[src/design/icache_defs.svh]
/* geometry macros for the instruction cache
   address, set, way, block and word widths */
`ifndef ICACHE_DEFS_SVH
`define ICACHE_DEFS_SVH

// byte address width of the fetch port
`define IC_ADDR_W 16
`define IC_SETS 8
`define IC_WAYS 4
// one block holds two instruction words
`define IC_BLOCK_W 64
`define IC_WORD_W 32

// byte offset inside a block, bits 2 to 0
`define IC_OFFSET_W ($clog2(`IC_BLOCK_W / 8))
`define IC_INDEX_W ($clog2(`IC_SETS))
// tag sits in bits 15 to 6
`define IC_TAG_W (`IC_ADDR_W - `IC_INDEX_W - `IC_OFFSET_W)

`endif

[src/design/icachePkg.sv]
/* vector types, packed fetch, lookup and AXI4-Lite structs,
   refill FSM state encoding */
`include "icache_defs.svh"

package icachePkg;

    typedef logic [`IC_ADDR_W-1:0] fetchAddrT;
    typedef logic [`IC_TAG_W-1:0] tagT;
    typedef logic [`IC_INDEX_W-1:0] setIdxT;
    typedef logic [`IC_WAYS-1:0] wayMaskT;
    typedef logic [`IC_WORD_W-1:0] instrT;
    typedef logic [`IC_BLOCK_W-1:0] blockT;

    typedef struct packed {
        fetchAddrT addr;
    } fetchReqT;

    // hit is low when the answer needed a refill
    typedef struct packed {
        instrT instr;
        logic  hit;
    } fetchRspT;

    typedef struct packed {
        tagT    tag;
        setIdxT index;
        logic   wordSel;
    } lookupT;

    typedef struct packed {
        fetchAddrT  araddr;
        logic [2:0] arprot;
    } axiArT;

    typedef struct packed {
        instrT      rdata;
        logic [1:0] rresp;
    } axiRT;

    typedef enum logic [2:0] {IDLE, REQ_LO, WAIT_LO, REQ_HI, WAIT_HI, FILL} refillStateT;

endpackage

[src/design/fetchRequestStage.sv]
/* fetch request capture
   holds the accepted address and slices it into tag, set and word */
`timescale 1ns/1ps
`include "icache_defs.svh"

module fetchRequestStage (
    input  logic                clk,
    input  logic                rst,
    input  logic                reqValid,
    input  icachePkg::fetchReqT reqData,
    output logic                reqReady,
    input  logic                busy,
    output icachePkg::lookupT   lookup,
    output logic                lookupValid,
    input  logic                done
);
    import icachePkg::*;

    logic      captured;
    fetchAddrT addrReg;

    // one request in flight, and none while a response waits
    assign reqReady = !captured && !busy;

    always_ff @(posedge clk or negedge rst) begin
        if (!rst) begin
            captured    <= 1'b0;
            lookupValid <= 1'b0;
        end else begin
            if (reqValid && reqReady) begin
                captured <= 1'b1;
            end else if (done) begin
                captured <= 1'b0;
            end
            // lookup runs in the cycle after capture
            lookupValid <= captured && !done;
        end
    end

    always_ff @(posedge clk) begin
        if (reqValid && reqReady) begin
            addrReg <= reqData.addr;
        end
    end

    assign lookup.tag     = addrReg[`IC_ADDR_W-1 -: `IC_TAG_W];
    assign lookup.index   = addrReg[`IC_OFFSET_W +: `IC_INDEX_W];
    assign lookup.wordSel = addrReg[`IC_OFFSET_W-1];

    // requester keeps its payload until accepted
    assert property (@(posedge clk) disable iff (!rst)
        (reqValid && !reqReady) |=> $stable(reqData));

endmodule

[src/design/fetchResponseStage.sv]
/* fetch response register
   holds instruction and hit flag under back-pressure */
`timescale 1ns/1ps

module fetchResponseStage (
    input  logic                clk,
    input  logic                rst,
    input  logic                rspLoad,
    input  icachePkg::instrT    rspInstr,
    input  logic                rspHit,
    output logic                rspValid,
    output icachePkg::fetchRspT rspData,
    input  logic                rspReady,
    output logic                busy
);
    always_ff @(posedge clk or negedge rst) begin
        if (!rst) begin
            rspValid <= 1'b0;
        end else if (rspLoad) begin
            rspValid <= 1'b1;
        end else if (rspReady) begin
            rspValid <= 1'b0;
        end
    end

    always_ff @(posedge clk) begin
        if (rspLoad) begin
            rspData.instr <= rspInstr;
            rspData.hit   <= rspHit;
        end
    end

    // request side stays closed until the handshake
    assign busy = rspValid;

    assert property (@(posedge clk) disable iff (!rst) rspLoad |-> !rspValid);

endmodule

[src/design/icacheArray.sv]
/* set-associative tag and data array with bit-per-way pseudo-LRU,
   combinational lookup and victim choice, synchronous fill and MRU update */
`timescale 1ns/1ps
`include "icache_defs.svh"

module icacheArray (
    input  logic              clk,
    input  logic              rst,
    input  icachePkg::lookupT lookup,
    input  logic              lookupValid,
    output logic              hit,
    output icachePkg::blockT  hitBlock,
    input  logic              touchEn,
    input  logic              fillEn,
    input  icachePkg::blockT  fillBlock
);
    import icachePkg::*;

    // state columns, one entry per set
    wayMaskT validCol [`IC_SETS];
    wayMaskT mruCol   [`IC_SETS];
    tagT     tagCol   [`IC_SETS][`IC_WAYS];
    blockT   dataCol  [`IC_SETS][`IC_WAYS];

    wayMaskT hitMask;
    wayMaskT victim;
    wayMaskT candidates;

    // set the chosen way, or restart the set when every bit would be one
    function automatic wayMaskT nextMru(wayMaskT cur, wayMaskT sel);
        wayMaskT upd;
        upd = cur | sel;
        return (&upd) ? sel : upd;
    endfunction

    always_comb begin
        hitMask  = '0;
        hitBlock = '0;
        for (int w = 0; w < `IC_WAYS; w++) begin
            hitMask[w] = lookupValid && validCol[lookup.index][w] &&
                         (tagCol[lookup.index][w] == lookup.tag);
        end
        for (int w = 0; w < `IC_WAYS; w++) begin
            if (hitMask[w]) begin
                hitBlock = dataCol[lookup.index][w];
            end
        end
    end

    assign hit = |hitMask;

    // lowest invalid way first, else lowest way not recently used
    always_comb begin
        if (&validCol[lookup.index]) begin
            candidates = ~mruCol[lookup.index];
        end else begin
            candidates = ~validCol[lookup.index];
        end
        victim = candidates & (~candidates + 1'b1);
    end

    always_ff @(posedge clk or negedge rst) begin
        if (!rst) begin
            for (int s = 0; s < `IC_SETS; s++) begin
                validCol[s] <= '0;
                mruCol[s]   <= '0;
            end
        end else if (touchEn) begin
            mruCol[lookup.index] <= nextMru(mruCol[lookup.index], hitMask);
        end else if (fillEn) begin
            validCol[lookup.index] <= validCol[lookup.index] | victim;
            mruCol[lookup.index]   <= nextMru(mruCol[lookup.index], victim);
        end
    end

    always_ff @(posedge clk) begin
        if (fillEn) begin
            for (int w = 0; w < `IC_WAYS; w++) begin
                if (victim[w]) begin
                    tagCol[lookup.index][w]  <= lookup.tag;
                    dataCol[lookup.index][w] <= fillBlock;
                end
            end
        end
    end

    // controller serializes hits and refills
    assert property (@(posedge clk) disable iff (!rst) !(touchEn && fillEn));

    // a tag lives in at most one way of a set
    assert property (@(posedge clk) disable iff (!rst) $onehot0(hitMask));

endmodule

[src/design/instrCacheTop.sv]
/* blocking instruction cache top
   fetch valid/ready port and AXI4-Lite read master */
`timescale 1ns/1ps

module instrCacheTop (
    input  logic                clk,
    input  logic                rst,
    input  logic                reqValid,
    input  icachePkg::fetchReqT reqData,
    output logic                reqReady,
    output logic                rspValid,
    output icachePkg::fetchRspT rspData,
    input  logic                rspReady,
    output logic                arValid,
    output icachePkg::axiArT    arData,
    input  logic                arReady,
    input  logic                rValid,
    input  icachePkg::axiRT     rData,
    output logic                rReady
);
    import icachePkg::*;

    lookupT lookup;
    logic   lookupValid;
    logic   hit;
    blockT  hitBlock;
    logic   touchEn;
    logic   fillEn;
    blockT  fillBlock;
    logic   rspLoad;
    instrT  rspInstr;
    logic   rspHit;
    logic   done;
    logic   busy;

    fetchRequestStage reqStage (
        .clk(clk), .rst(rst), .reqValid(reqValid), .reqData(reqData), .reqReady(reqReady),
        .busy(busy), .lookup(lookup), .lookupValid(lookupValid), .done(done)
    );

    icacheArray array (
        .clk(clk), .rst(rst), .lookup(lookup), .lookupValid(lookupValid), .hit(hit),
        .hitBlock(hitBlock), .touchEn(touchEn), .fillEn(fillEn), .fillBlock(fillBlock)
    );

    refillController refill (
        .clk(clk), .rst(rst), .lookupValid(lookupValid), .hit(hit), .hitBlock(hitBlock),
        .wordSel(lookup.wordSel), .fillEn(fillEn), .fillBlock(fillBlock), .touchEn(touchEn),
        .rspLoad(rspLoad), .rspInstr(rspInstr), .rspHit(rspHit), .done(done),
        .arValid(arValid), .arData(arData), .arReady(arReady), .rValid(rValid),
        .rData(rData), .rReady(rReady), .tagIdx(lookup)
    );

    fetchResponseStage rspStage (
        .clk(clk), .rst(rst), .rspLoad(rspLoad), .rspInstr(rspInstr), .rspHit(rspHit),
        .rspValid(rspValid), .rspData(rspData), .rspReady(rspReady), .busy(busy)
    );

endmodule

[src/design/refillController.sv]
/* miss FSM with two AXI4-Lite reads per block refill,
   hit/MRU pulses and response word select */
`timescale 1ns/1ps
`include "icache_defs.svh"

module refillController (
    input  logic              clk,
    input  logic              rst,
    input  logic              lookupValid,
    input  logic              hit,
    input  icachePkg::blockT  hitBlock,
    input  logic              wordSel,
    output logic              fillEn,
    output icachePkg::blockT  fillBlock,
    output logic              touchEn,
    output logic              rspLoad,
    output icachePkg::instrT  rspInstr,
    output logic              rspHit,
    output logic              done,
    output logic              arValid,
    output icachePkg::axiArT  arData,
    input  logic              arReady,
    input  logic              rValid,
    input  icachePkg::axiRT   rData,
    output logic              rReady,
    input  icachePkg::lookupT tagIdx
);
    import icachePkg::*;

    refillStateT state;
    refillStateT nextState;
    logic        missSeen;
    fetchAddrT   blockBase;

    always_comb begin
        nextState = state;
        case (state)
            IDLE:    if (lookupValid && !hit) nextState = REQ_LO;
            REQ_LO:  if (arReady) nextState = WAIT_LO;
            WAIT_LO: if (rValid) nextState = REQ_HI;
            REQ_HI:  if (arReady) nextState = WAIT_HI;
            WAIT_HI: if (rValid) nextState = FILL;
            FILL:    nextState = IDLE;
            default: nextState = IDLE;
        endcase
    end

    always_ff @(posedge clk or negedge rst) begin
        if (!rst) begin
            state    <= IDLE;
            missSeen <= 1'b0;
        end else begin
            state <= nextState;
            if (rspLoad) begin
                missSeen <= 1'b0;
            end else if (state == IDLE && lookupValid && !hit) begin
                missSeen <= 1'b1;
            end
        end
    end

    // low word lands in the low half
    always_ff @(posedge clk) begin
        if (state == WAIT_LO && rValid) begin
            fillBlock[0 +: `IC_WORD_W] <= rData.rdata;
        end
        if (state == WAIT_HI && rValid) begin
            fillBlock[`IC_WORD_W +: `IC_WORD_W] <= rData.rdata;
        end
    end

    assign blockBase = {tagIdx.tag, tagIdx.index, {`IC_OFFSET_W{1'b0}}};

    assign arValid = (state == REQ_LO) || (state == REQ_HI);
    assign rReady  = (state == WAIT_LO) || (state == WAIT_HI);
    assign arData.araddr = (state == REQ_HI) ? blockBase + fetchAddrT'(`IC_WORD_W / 8)
                                             : blockBase;
    // unprivileged, secure, instruction access
    assign arData.arprot = 3'b100;

    assign fillEn = (state == FILL);

    // after a fill the same lookup hits and answers from the array
    assign rspLoad  = (state == IDLE) && lookupValid && hit;
    assign touchEn  = rspLoad && !missSeen;
    assign rspHit   = !missSeen;
    assign done     = rspLoad;
    assign rspInstr = wordSel ? hitBlock[`IC_WORD_W +: `IC_WORD_W] : hitBlock[0 +: `IC_WORD_W];

    assert property (@(posedge clk) disable iff (!rst)
        (arValid && !arReady) |=> (arValid && $stable(arData.araddr)));

endmodule

[config.mk]
export PLATFORM = sky130hd
export DESIGN_NAME = instrCacheTop
export DESIGN_NICKNAME = d
export VERILOG_FILES = /design/src/design/icachePkg.sv /design/src/design/fetchRequestStage.sv /design/src/design/fetchResponseStage.sv /design/src/design/icacheArray.sv /design/src/design/instrCacheTop.sv /design/src/design/refillController.sv
export VERILOG_INCLUDE_DIRS = /design/src /design/src/design
export SDC_FILE = /design/constraint.sdc
export NUM_CORES = 2
export LEC_CHECK = 0
export ABC_CLOCK_PERIOD_IN_PS = 6800
export BUFFER_PORTS_ARGS = -buffer_cell sky130_fd_sc_hd__buf_4
export CAP_MARGIN = 5
export CORE_ASPECT_RATIO = 0.6
export CORE_MARGIN = 5
export CORE_UTILIZATION = 60
export CTS_BUF_LIST = sky130_fd_sc_hd__clkbuf_4 sky130_fd_sc_hd__clkbuf_8 sky130_fd_sc_hd__clkbuf_16
export DETAILED_ROUTE_END_ITERATION = 10
export PLACE_DENSITY = 0.76
export SLEW_MARGIN = 10
export SYNTH_ARGS = -nofsm -noshare
export SYNTH_HDL_FRONTEND = slang
export SYNTH_SLANG_ARGS = --single-unit
[constraint.sdc]
create_clock -name clk -period 6.8 [get_ports clk]
set_clock_uncertainty 0.05 [all_clocks]
set_input_delay 0.34 -clock clk [delete_from_list [all_inputs] [get_ports clk]]
set_output_delay 0.34 -clock clk [all_outputs]
set_load 0.005 [all_outputs]
-- Yosys cells after proc, flatten, opt, wreduce, memory -nomap -nowiden
Memories as Yosys holds them, arrays and structs flattened. A register that Yosys moved wholly into a read port is not among the register bits.
Cells that the tools add are included.
- add/subtract/negate cells: 2
- multipliers: 0
- divide/modulo/power cells: 0
- $lt $le $gt $ge: 2
- equal/unequal tests: 14
- shift-type cells: 0
- muxes and demuxes: 48
- bitwise gates (word level): 9
- reductions and logical operators: 37
- operator list (cell ; count):
    $mux 64 ; 4
    $bwmux 32 ; 3
    $mux 32 ; 3
    $eq 10x10->1 ; 4
    $mux 4 ; 8
    $bmux 4 s3 ; 2
    $mux 3 ; 7
    $logic_and 1x1->1 ; 19
    $mux 1 ; 18
    $add 16x3->16 const B ; 1
    $mux 16 ; 1
    $pmux 3 s5 ; 1
    $demux 4 s3 ; 1
    $not 4->4 ; 3
    $or 4x4->4 ; 3
    $reduce_and 4->1 ; 3
    $ne 2x2->1 const B ; 4
    $reduce_bool 2->1 ; 4
    $eq 3x2->1 const B ; 2
    $eq 3x3->1 const B ; 2
    $logic_not 1->1 ; 5
    $reduce_and 5->1 ; 1
    $add 4x1->4 const B ; 1
    $and 4x4->4 ; 1
    10 further kinds ; 11
- bits in registers: 184
- latch bits: 0
- bits in writable memories: 2368
- bits in read-only memories: 0
- input port bits: 56
- output and inout port bits: 56
- word-level logic and storage cells: 140
- memories: 2
- memories (memory ; depth ; width ; rd ports ; clocked after Yosys merged registers in ; wr ports ; line ; text):
    array.dataCol ; 8 ; 256 ; 1 ; 1 ; 1 ; icacheArray.sv:23 ; blockT dataCol [`IC_SETS][`IC_WAYS];
    array.tagCol ; 8 ; 40 ; 1 ; 1 ; 1 ; icacheArray.sv:22 ; tagT tagCol [`IC_SETS][`IC_WAYS];

-- Depth between registers and ports, before layout
- depth in word-level cells: 15
- gate-level depth with buffers: 15
- gate-level depth less buffers: 10

-- Cells and area by module
A second synthesis with hierarchy kept.
- cells, all modules: 5262
- area total of the unflattened synthesis: 95753.1 um^2
- modules (own cells, without submodules) (module ; times used ; cells an instance ; area each (um^2) ; seq. area each (um^2)):
    icacheArray ; 1 ; 5052 ; 91464.0 ; 72709.7
    refillController ; 1 ; 153 ; 2747.6 ; 2021.9
    fetchResponseStage ; 1 ; 37 ; 1034.7 ; 1016.0
    fetchRequestStage ; 1 ; 20 ; 506.7 ; 470.5

-- Least setup slack after synthesis
Ideal clock, no wire load.
- path kind: register to register
- start: reg reqStage.addrReg[5]
- end: mem array.dataCol[7][0] (netlist name) (enable)
- library setup time: 0.507 ns
- data arrival time: 5.560 ns
- data required time: 6.243 ns
- slack: 0.683 ns
- cell stages (with the launch flop): 12
- path buffers: 3
- clock period less this slack: 6.117 ns
- cell sequence: edfxtp_1 buf_2 buf_1 buf_1 mux2_2 a22oi_1 o21ai_0 a21oi_1 nand2_1 a21boi_0 nand2_1 nor2_1
- word-level cells in the longest chain between the ends: 12
- elaborated cells on any way between the ends: 17
- classes of those cells: add/sub (1); mux (10); bitwise (5); reduce/logical (1)
- ends and longest elaborated chain (element ; line ; text):
    start, declared ; fetchRequestStage.sv:20 ; fetchAddrT addrReg;
    start signal, assigned ; fetchRequestStage.sv:42 ; addrReg <= reqData.addr;
    $not 3->4 (implied by the code) ; icacheArray.sv:54, icacheArray.sv:55, icacheArray.sv:57 ;
    $bmux 4 s3, on equally long branches ; icacheArray.sv:54, icacheArray.sv:57, icacheArray.sv:55 ;
    $mux 4, on equally long branches (2 in series) ; n/a ;
    $reduce_and 4->1, or another cell as far along ; icacheArray.sv:54 ; if (&validCol[lookup.index]) begin
    $mux 4 ; icacheArray.sv:54 ;
    $not 4->4 ; icacheArray.sv:59 ; victim = candidates & (~candidates + 1'b1);
    $add 4x1->4 ; icacheArray.sv:59 ;
    $and 4x4->4 ; icacheArray.sv:59 ;
    $mux 1 ; icacheArray.sv:79 ; if (victim[w]) begin
    $mux 1 ; icacheArray.sv:77 ; if (fillEn) begin
    $mux 1 (implied by the code) ; icacheArray.sv:81 ; dataCol[lookup.index][w] <= fillBlock;
    end, declared ; icacheArray.sv:23 ;
Several ways; a longest one is shown, not always the timed one. The select of a mux whose other input is x is not followed.

==> impl_metrics.toml <==
[outcome]
status = "finished, final reports clean"

[pwr]
ir_drop_v = 0.000250
p_per_area_nw_per_um2 = 295
power.total_mw = 32.4
p_leak_nw = 34.9

[floorplanning]
die_x_um = 532
rows = 114
initial_core_util = 0.606
die_area_um2 = 172000
num_io_pins = 112
core_area_um2 = 162000
die_h_um = 323

[clocking]
cts_sinks = 2553
htreeDepth = 4
clk_pin_slew_ps = 70
worstSkewPairLatency_ps = 860
tritoncts = "yes"
clockBufferDepth = 4
ctsRootBufferMaster = "clkbuf_16"
cts_buffers = 219

[sta]
max_slew_margin = 0.208
maxSlewViolCount = 0
setup_violations = 0
final.setup.worst_slack_ps = 1350
tns_ps = 0
hold_viol = 0
fmax_mhz = 184
period_share = 0.801
rsz0062_at_grt = "no"
fin_crit_ps = 5450
tightest_slew_ps = 1190

[logic_synthesis]
synth_ff_type = "edfxtp_1"
async_reset_ff_frac = 0.0278
yosys-top-cells-area = "edfxtp_1 76%, mux4_2 14%, mux2i_1 2.1%"
seq_area_frac_synth = 0.778
yosys.cell_count.top_type = "edfxtp_1"
synth_top_cell_by_area = "edfxtp_1"
synthesis.area_um2 = 98000
synth_seq_cells = 2553
synth-edff-count = 2479
synth_top_area_frac = 0.760
avgSynthCellArea_um2 = 22.4
synthDistinctLibCells = 57
synth_cells = 4378
synth.yosys.warnings = 0
synth_top_cells_by_count = "2479 x edfxtp_1, 606 x mux4_2, 205 x mux2i_1"

[placed_design]
place_area_um2 = 102000
dp_slack_ps = 1460
port_buffers = 102
dpl.hpwl_mm = 119
gp_congestion = 0.793

[routing]
ant_nets = 0
first_iter_violations = 6834
avgRoutedWirePerCell_um = 33.5
via_count = 47400
post_drt_via_cell_ratio = 6.80
wirelength_mm = 233
drcViolationCount = 0
dr.pass1.iters = 5

[global_route]
grt_pass1_vias = 47700
grt_max_degree = 135
grt_pass1_wl_mm = 341
track_usage = 0.275
grt.overflow.total = 0
antenna_found_initial = 5

[final_layout]
postLayoutCellArea_um2 = 110000
drive_gt1_frac = 0.281
fin_nets = 4716
area_growth_pct = 11.9
fill_cells = 9726

[critical_path]
start_kind = "register"
path_class = "register to register"
cp_max_fo = 39
endpoint_kind = "register"
crit_arrival_ps = 6010
required_ps = 7360

[worst_hold_path]
holdCritPathClass = "primary input to async pin"

[run]
maxCapViolations = 0
==> cell type report <==
type | count | area, µm² | share of cell area
clock buffer | 265 | 5880 | 0.0536
multi-input combinational | 1584 | 21000 | 0.191
clock inverter | 112 | 972 | 0.00886
timing repair buffer | 295 | 2880 | 0.0262
inverter | 7 | 26.3 | 0.000240
sequential | 2553 | 76300 | 0.696
tap | 2146 | 2690 | 0.0245
antenna | 1 | 2.50 | 0.0000228
==> critical path, stage by stage (launching register included) <==
cell and delay, ps:
dfxtp_4 770, buf_4 430, mux4_2 370, mux2i_1 260
xnor2_1 130, a2111oi_0 770, buf_4 270, and4_2 750
buf_4 540, a21oi_1 230, o21ai_0 190, nand2_1 80
mux2_2 270
==> cells by family after synthesis <==
| kind of cell | share of synthesized area |
|---|---|
| flops | 0.778 |
| buf+inv | 0.0109 |
| xor+xnor | 0.00286 |
| other cells | 0.0000766 |
| mux | 0.174 |
| compound gates | 0.0196 |
| simple gates | 0.0140 |
==> worst paths after layout <==
kind / depth (start not counted) / to / slack [ps] / start
max: 12 / rspStage.rspData[10] / 1350 / register
min: 2 / refill.state[2] / 100 / rst
max reg2reg: 12 / rspStage.rspData[10] / 1350 / register
min reg2reg: 1 / array.validCol[16] / 420 / array.validCol[16]
max in group asynchronous: 2 / array.mruCol[29] / 5980 / rst
min in group clk: 2 / refill.fillBlock[24] / 160 / rData[26]
==> per-layer routing <==
| metal | GRT usage | wire length (µm) | up-vias |
|---|---|---|---|
| li1 | - | - | 18900 |
| met1 | 0.431 | 93400 | 25000 |
| met2 | 0.409 | 106000 | 3128 |
| met3 | 0.0525 | 27700 | 349 |
| met4 | 0.0672 | 5480 | 0 |
| met5 | 0 | 0 | - |
==> sequential cells by signal, summed over array words and instances (netlist names), named ones only <==
signal / count
reqStage.captured: 1
array.validCol: 32
array.dataCol: 2048
refill.fillBlock: 64
array.mruCol: 32
reqStage.addrReg: 14
reqStage.lookupValid: 1
rspStage.busy: 1
rspStage.rspData: 33
array.tagCol: 320
refill.state: 3
refill.missSeen: 1
==> where the power goes <==
part           total [mW]  internal [mW]  switching (mW)
Combinational        2.06          0.992            1.07
Sequential           18.1           17.7           0.421
Clock                12.2           6.70            5.51
==> timing repair <==
action,in CTS,in global routing
hold buffers,50,0
gates resized for setup,0,0
endpoints found under the setup margin,0,0
setup buffers,0,0
hold endpoints to repair,156,0
==> per-stage QoR <==
stage          hold slack (ps)  cells   util
2_1_floorplan            -5.59   4381      -
6_report                   100   6963  0.678
3_5_place_dp               398   6535  0.633
4_1_cts                    102   6962  0.678
3_3_place_gp               395   6535  0.633
5_1_grt                    132   6962  0.678
==> cells in the final DEF (no fill, tap or decap), types with 4 or more instances in the layout <==
master / n
edfxtp_1: 2479
mux4_2: 606
clkbuf_16: 222
mux2i_1: 205
buf_4: 202
mux2_2: 123
a21oi_1: 104
o21ai_0: 97
nand2_1: 84
dfrtp_1: 71
nand3_1: 54
clkinv_1: 51
nor2_1: 50
dlygate4sd3_1: 50
clkbuf_4: 43
buf_12: 43
o211ai_1: 35
nor2_4: 35
clkinv_2: 30
a22oi_1: 23
xor2_1: 17
a31oi_1: 16
xnor2_1: 15
bufinv_16: 15
nor2b_1: 14
nand2b_1: 13
a21o_1: 12
o22ai_1: 9
clkinvlp_4: 8
and2_1: 7
or2_2: 7
inv_1: 7
and3_1: 5
or3_1: 5
conb_1: 5
nand4_1: 4
(Power assumes the default switching activity.)
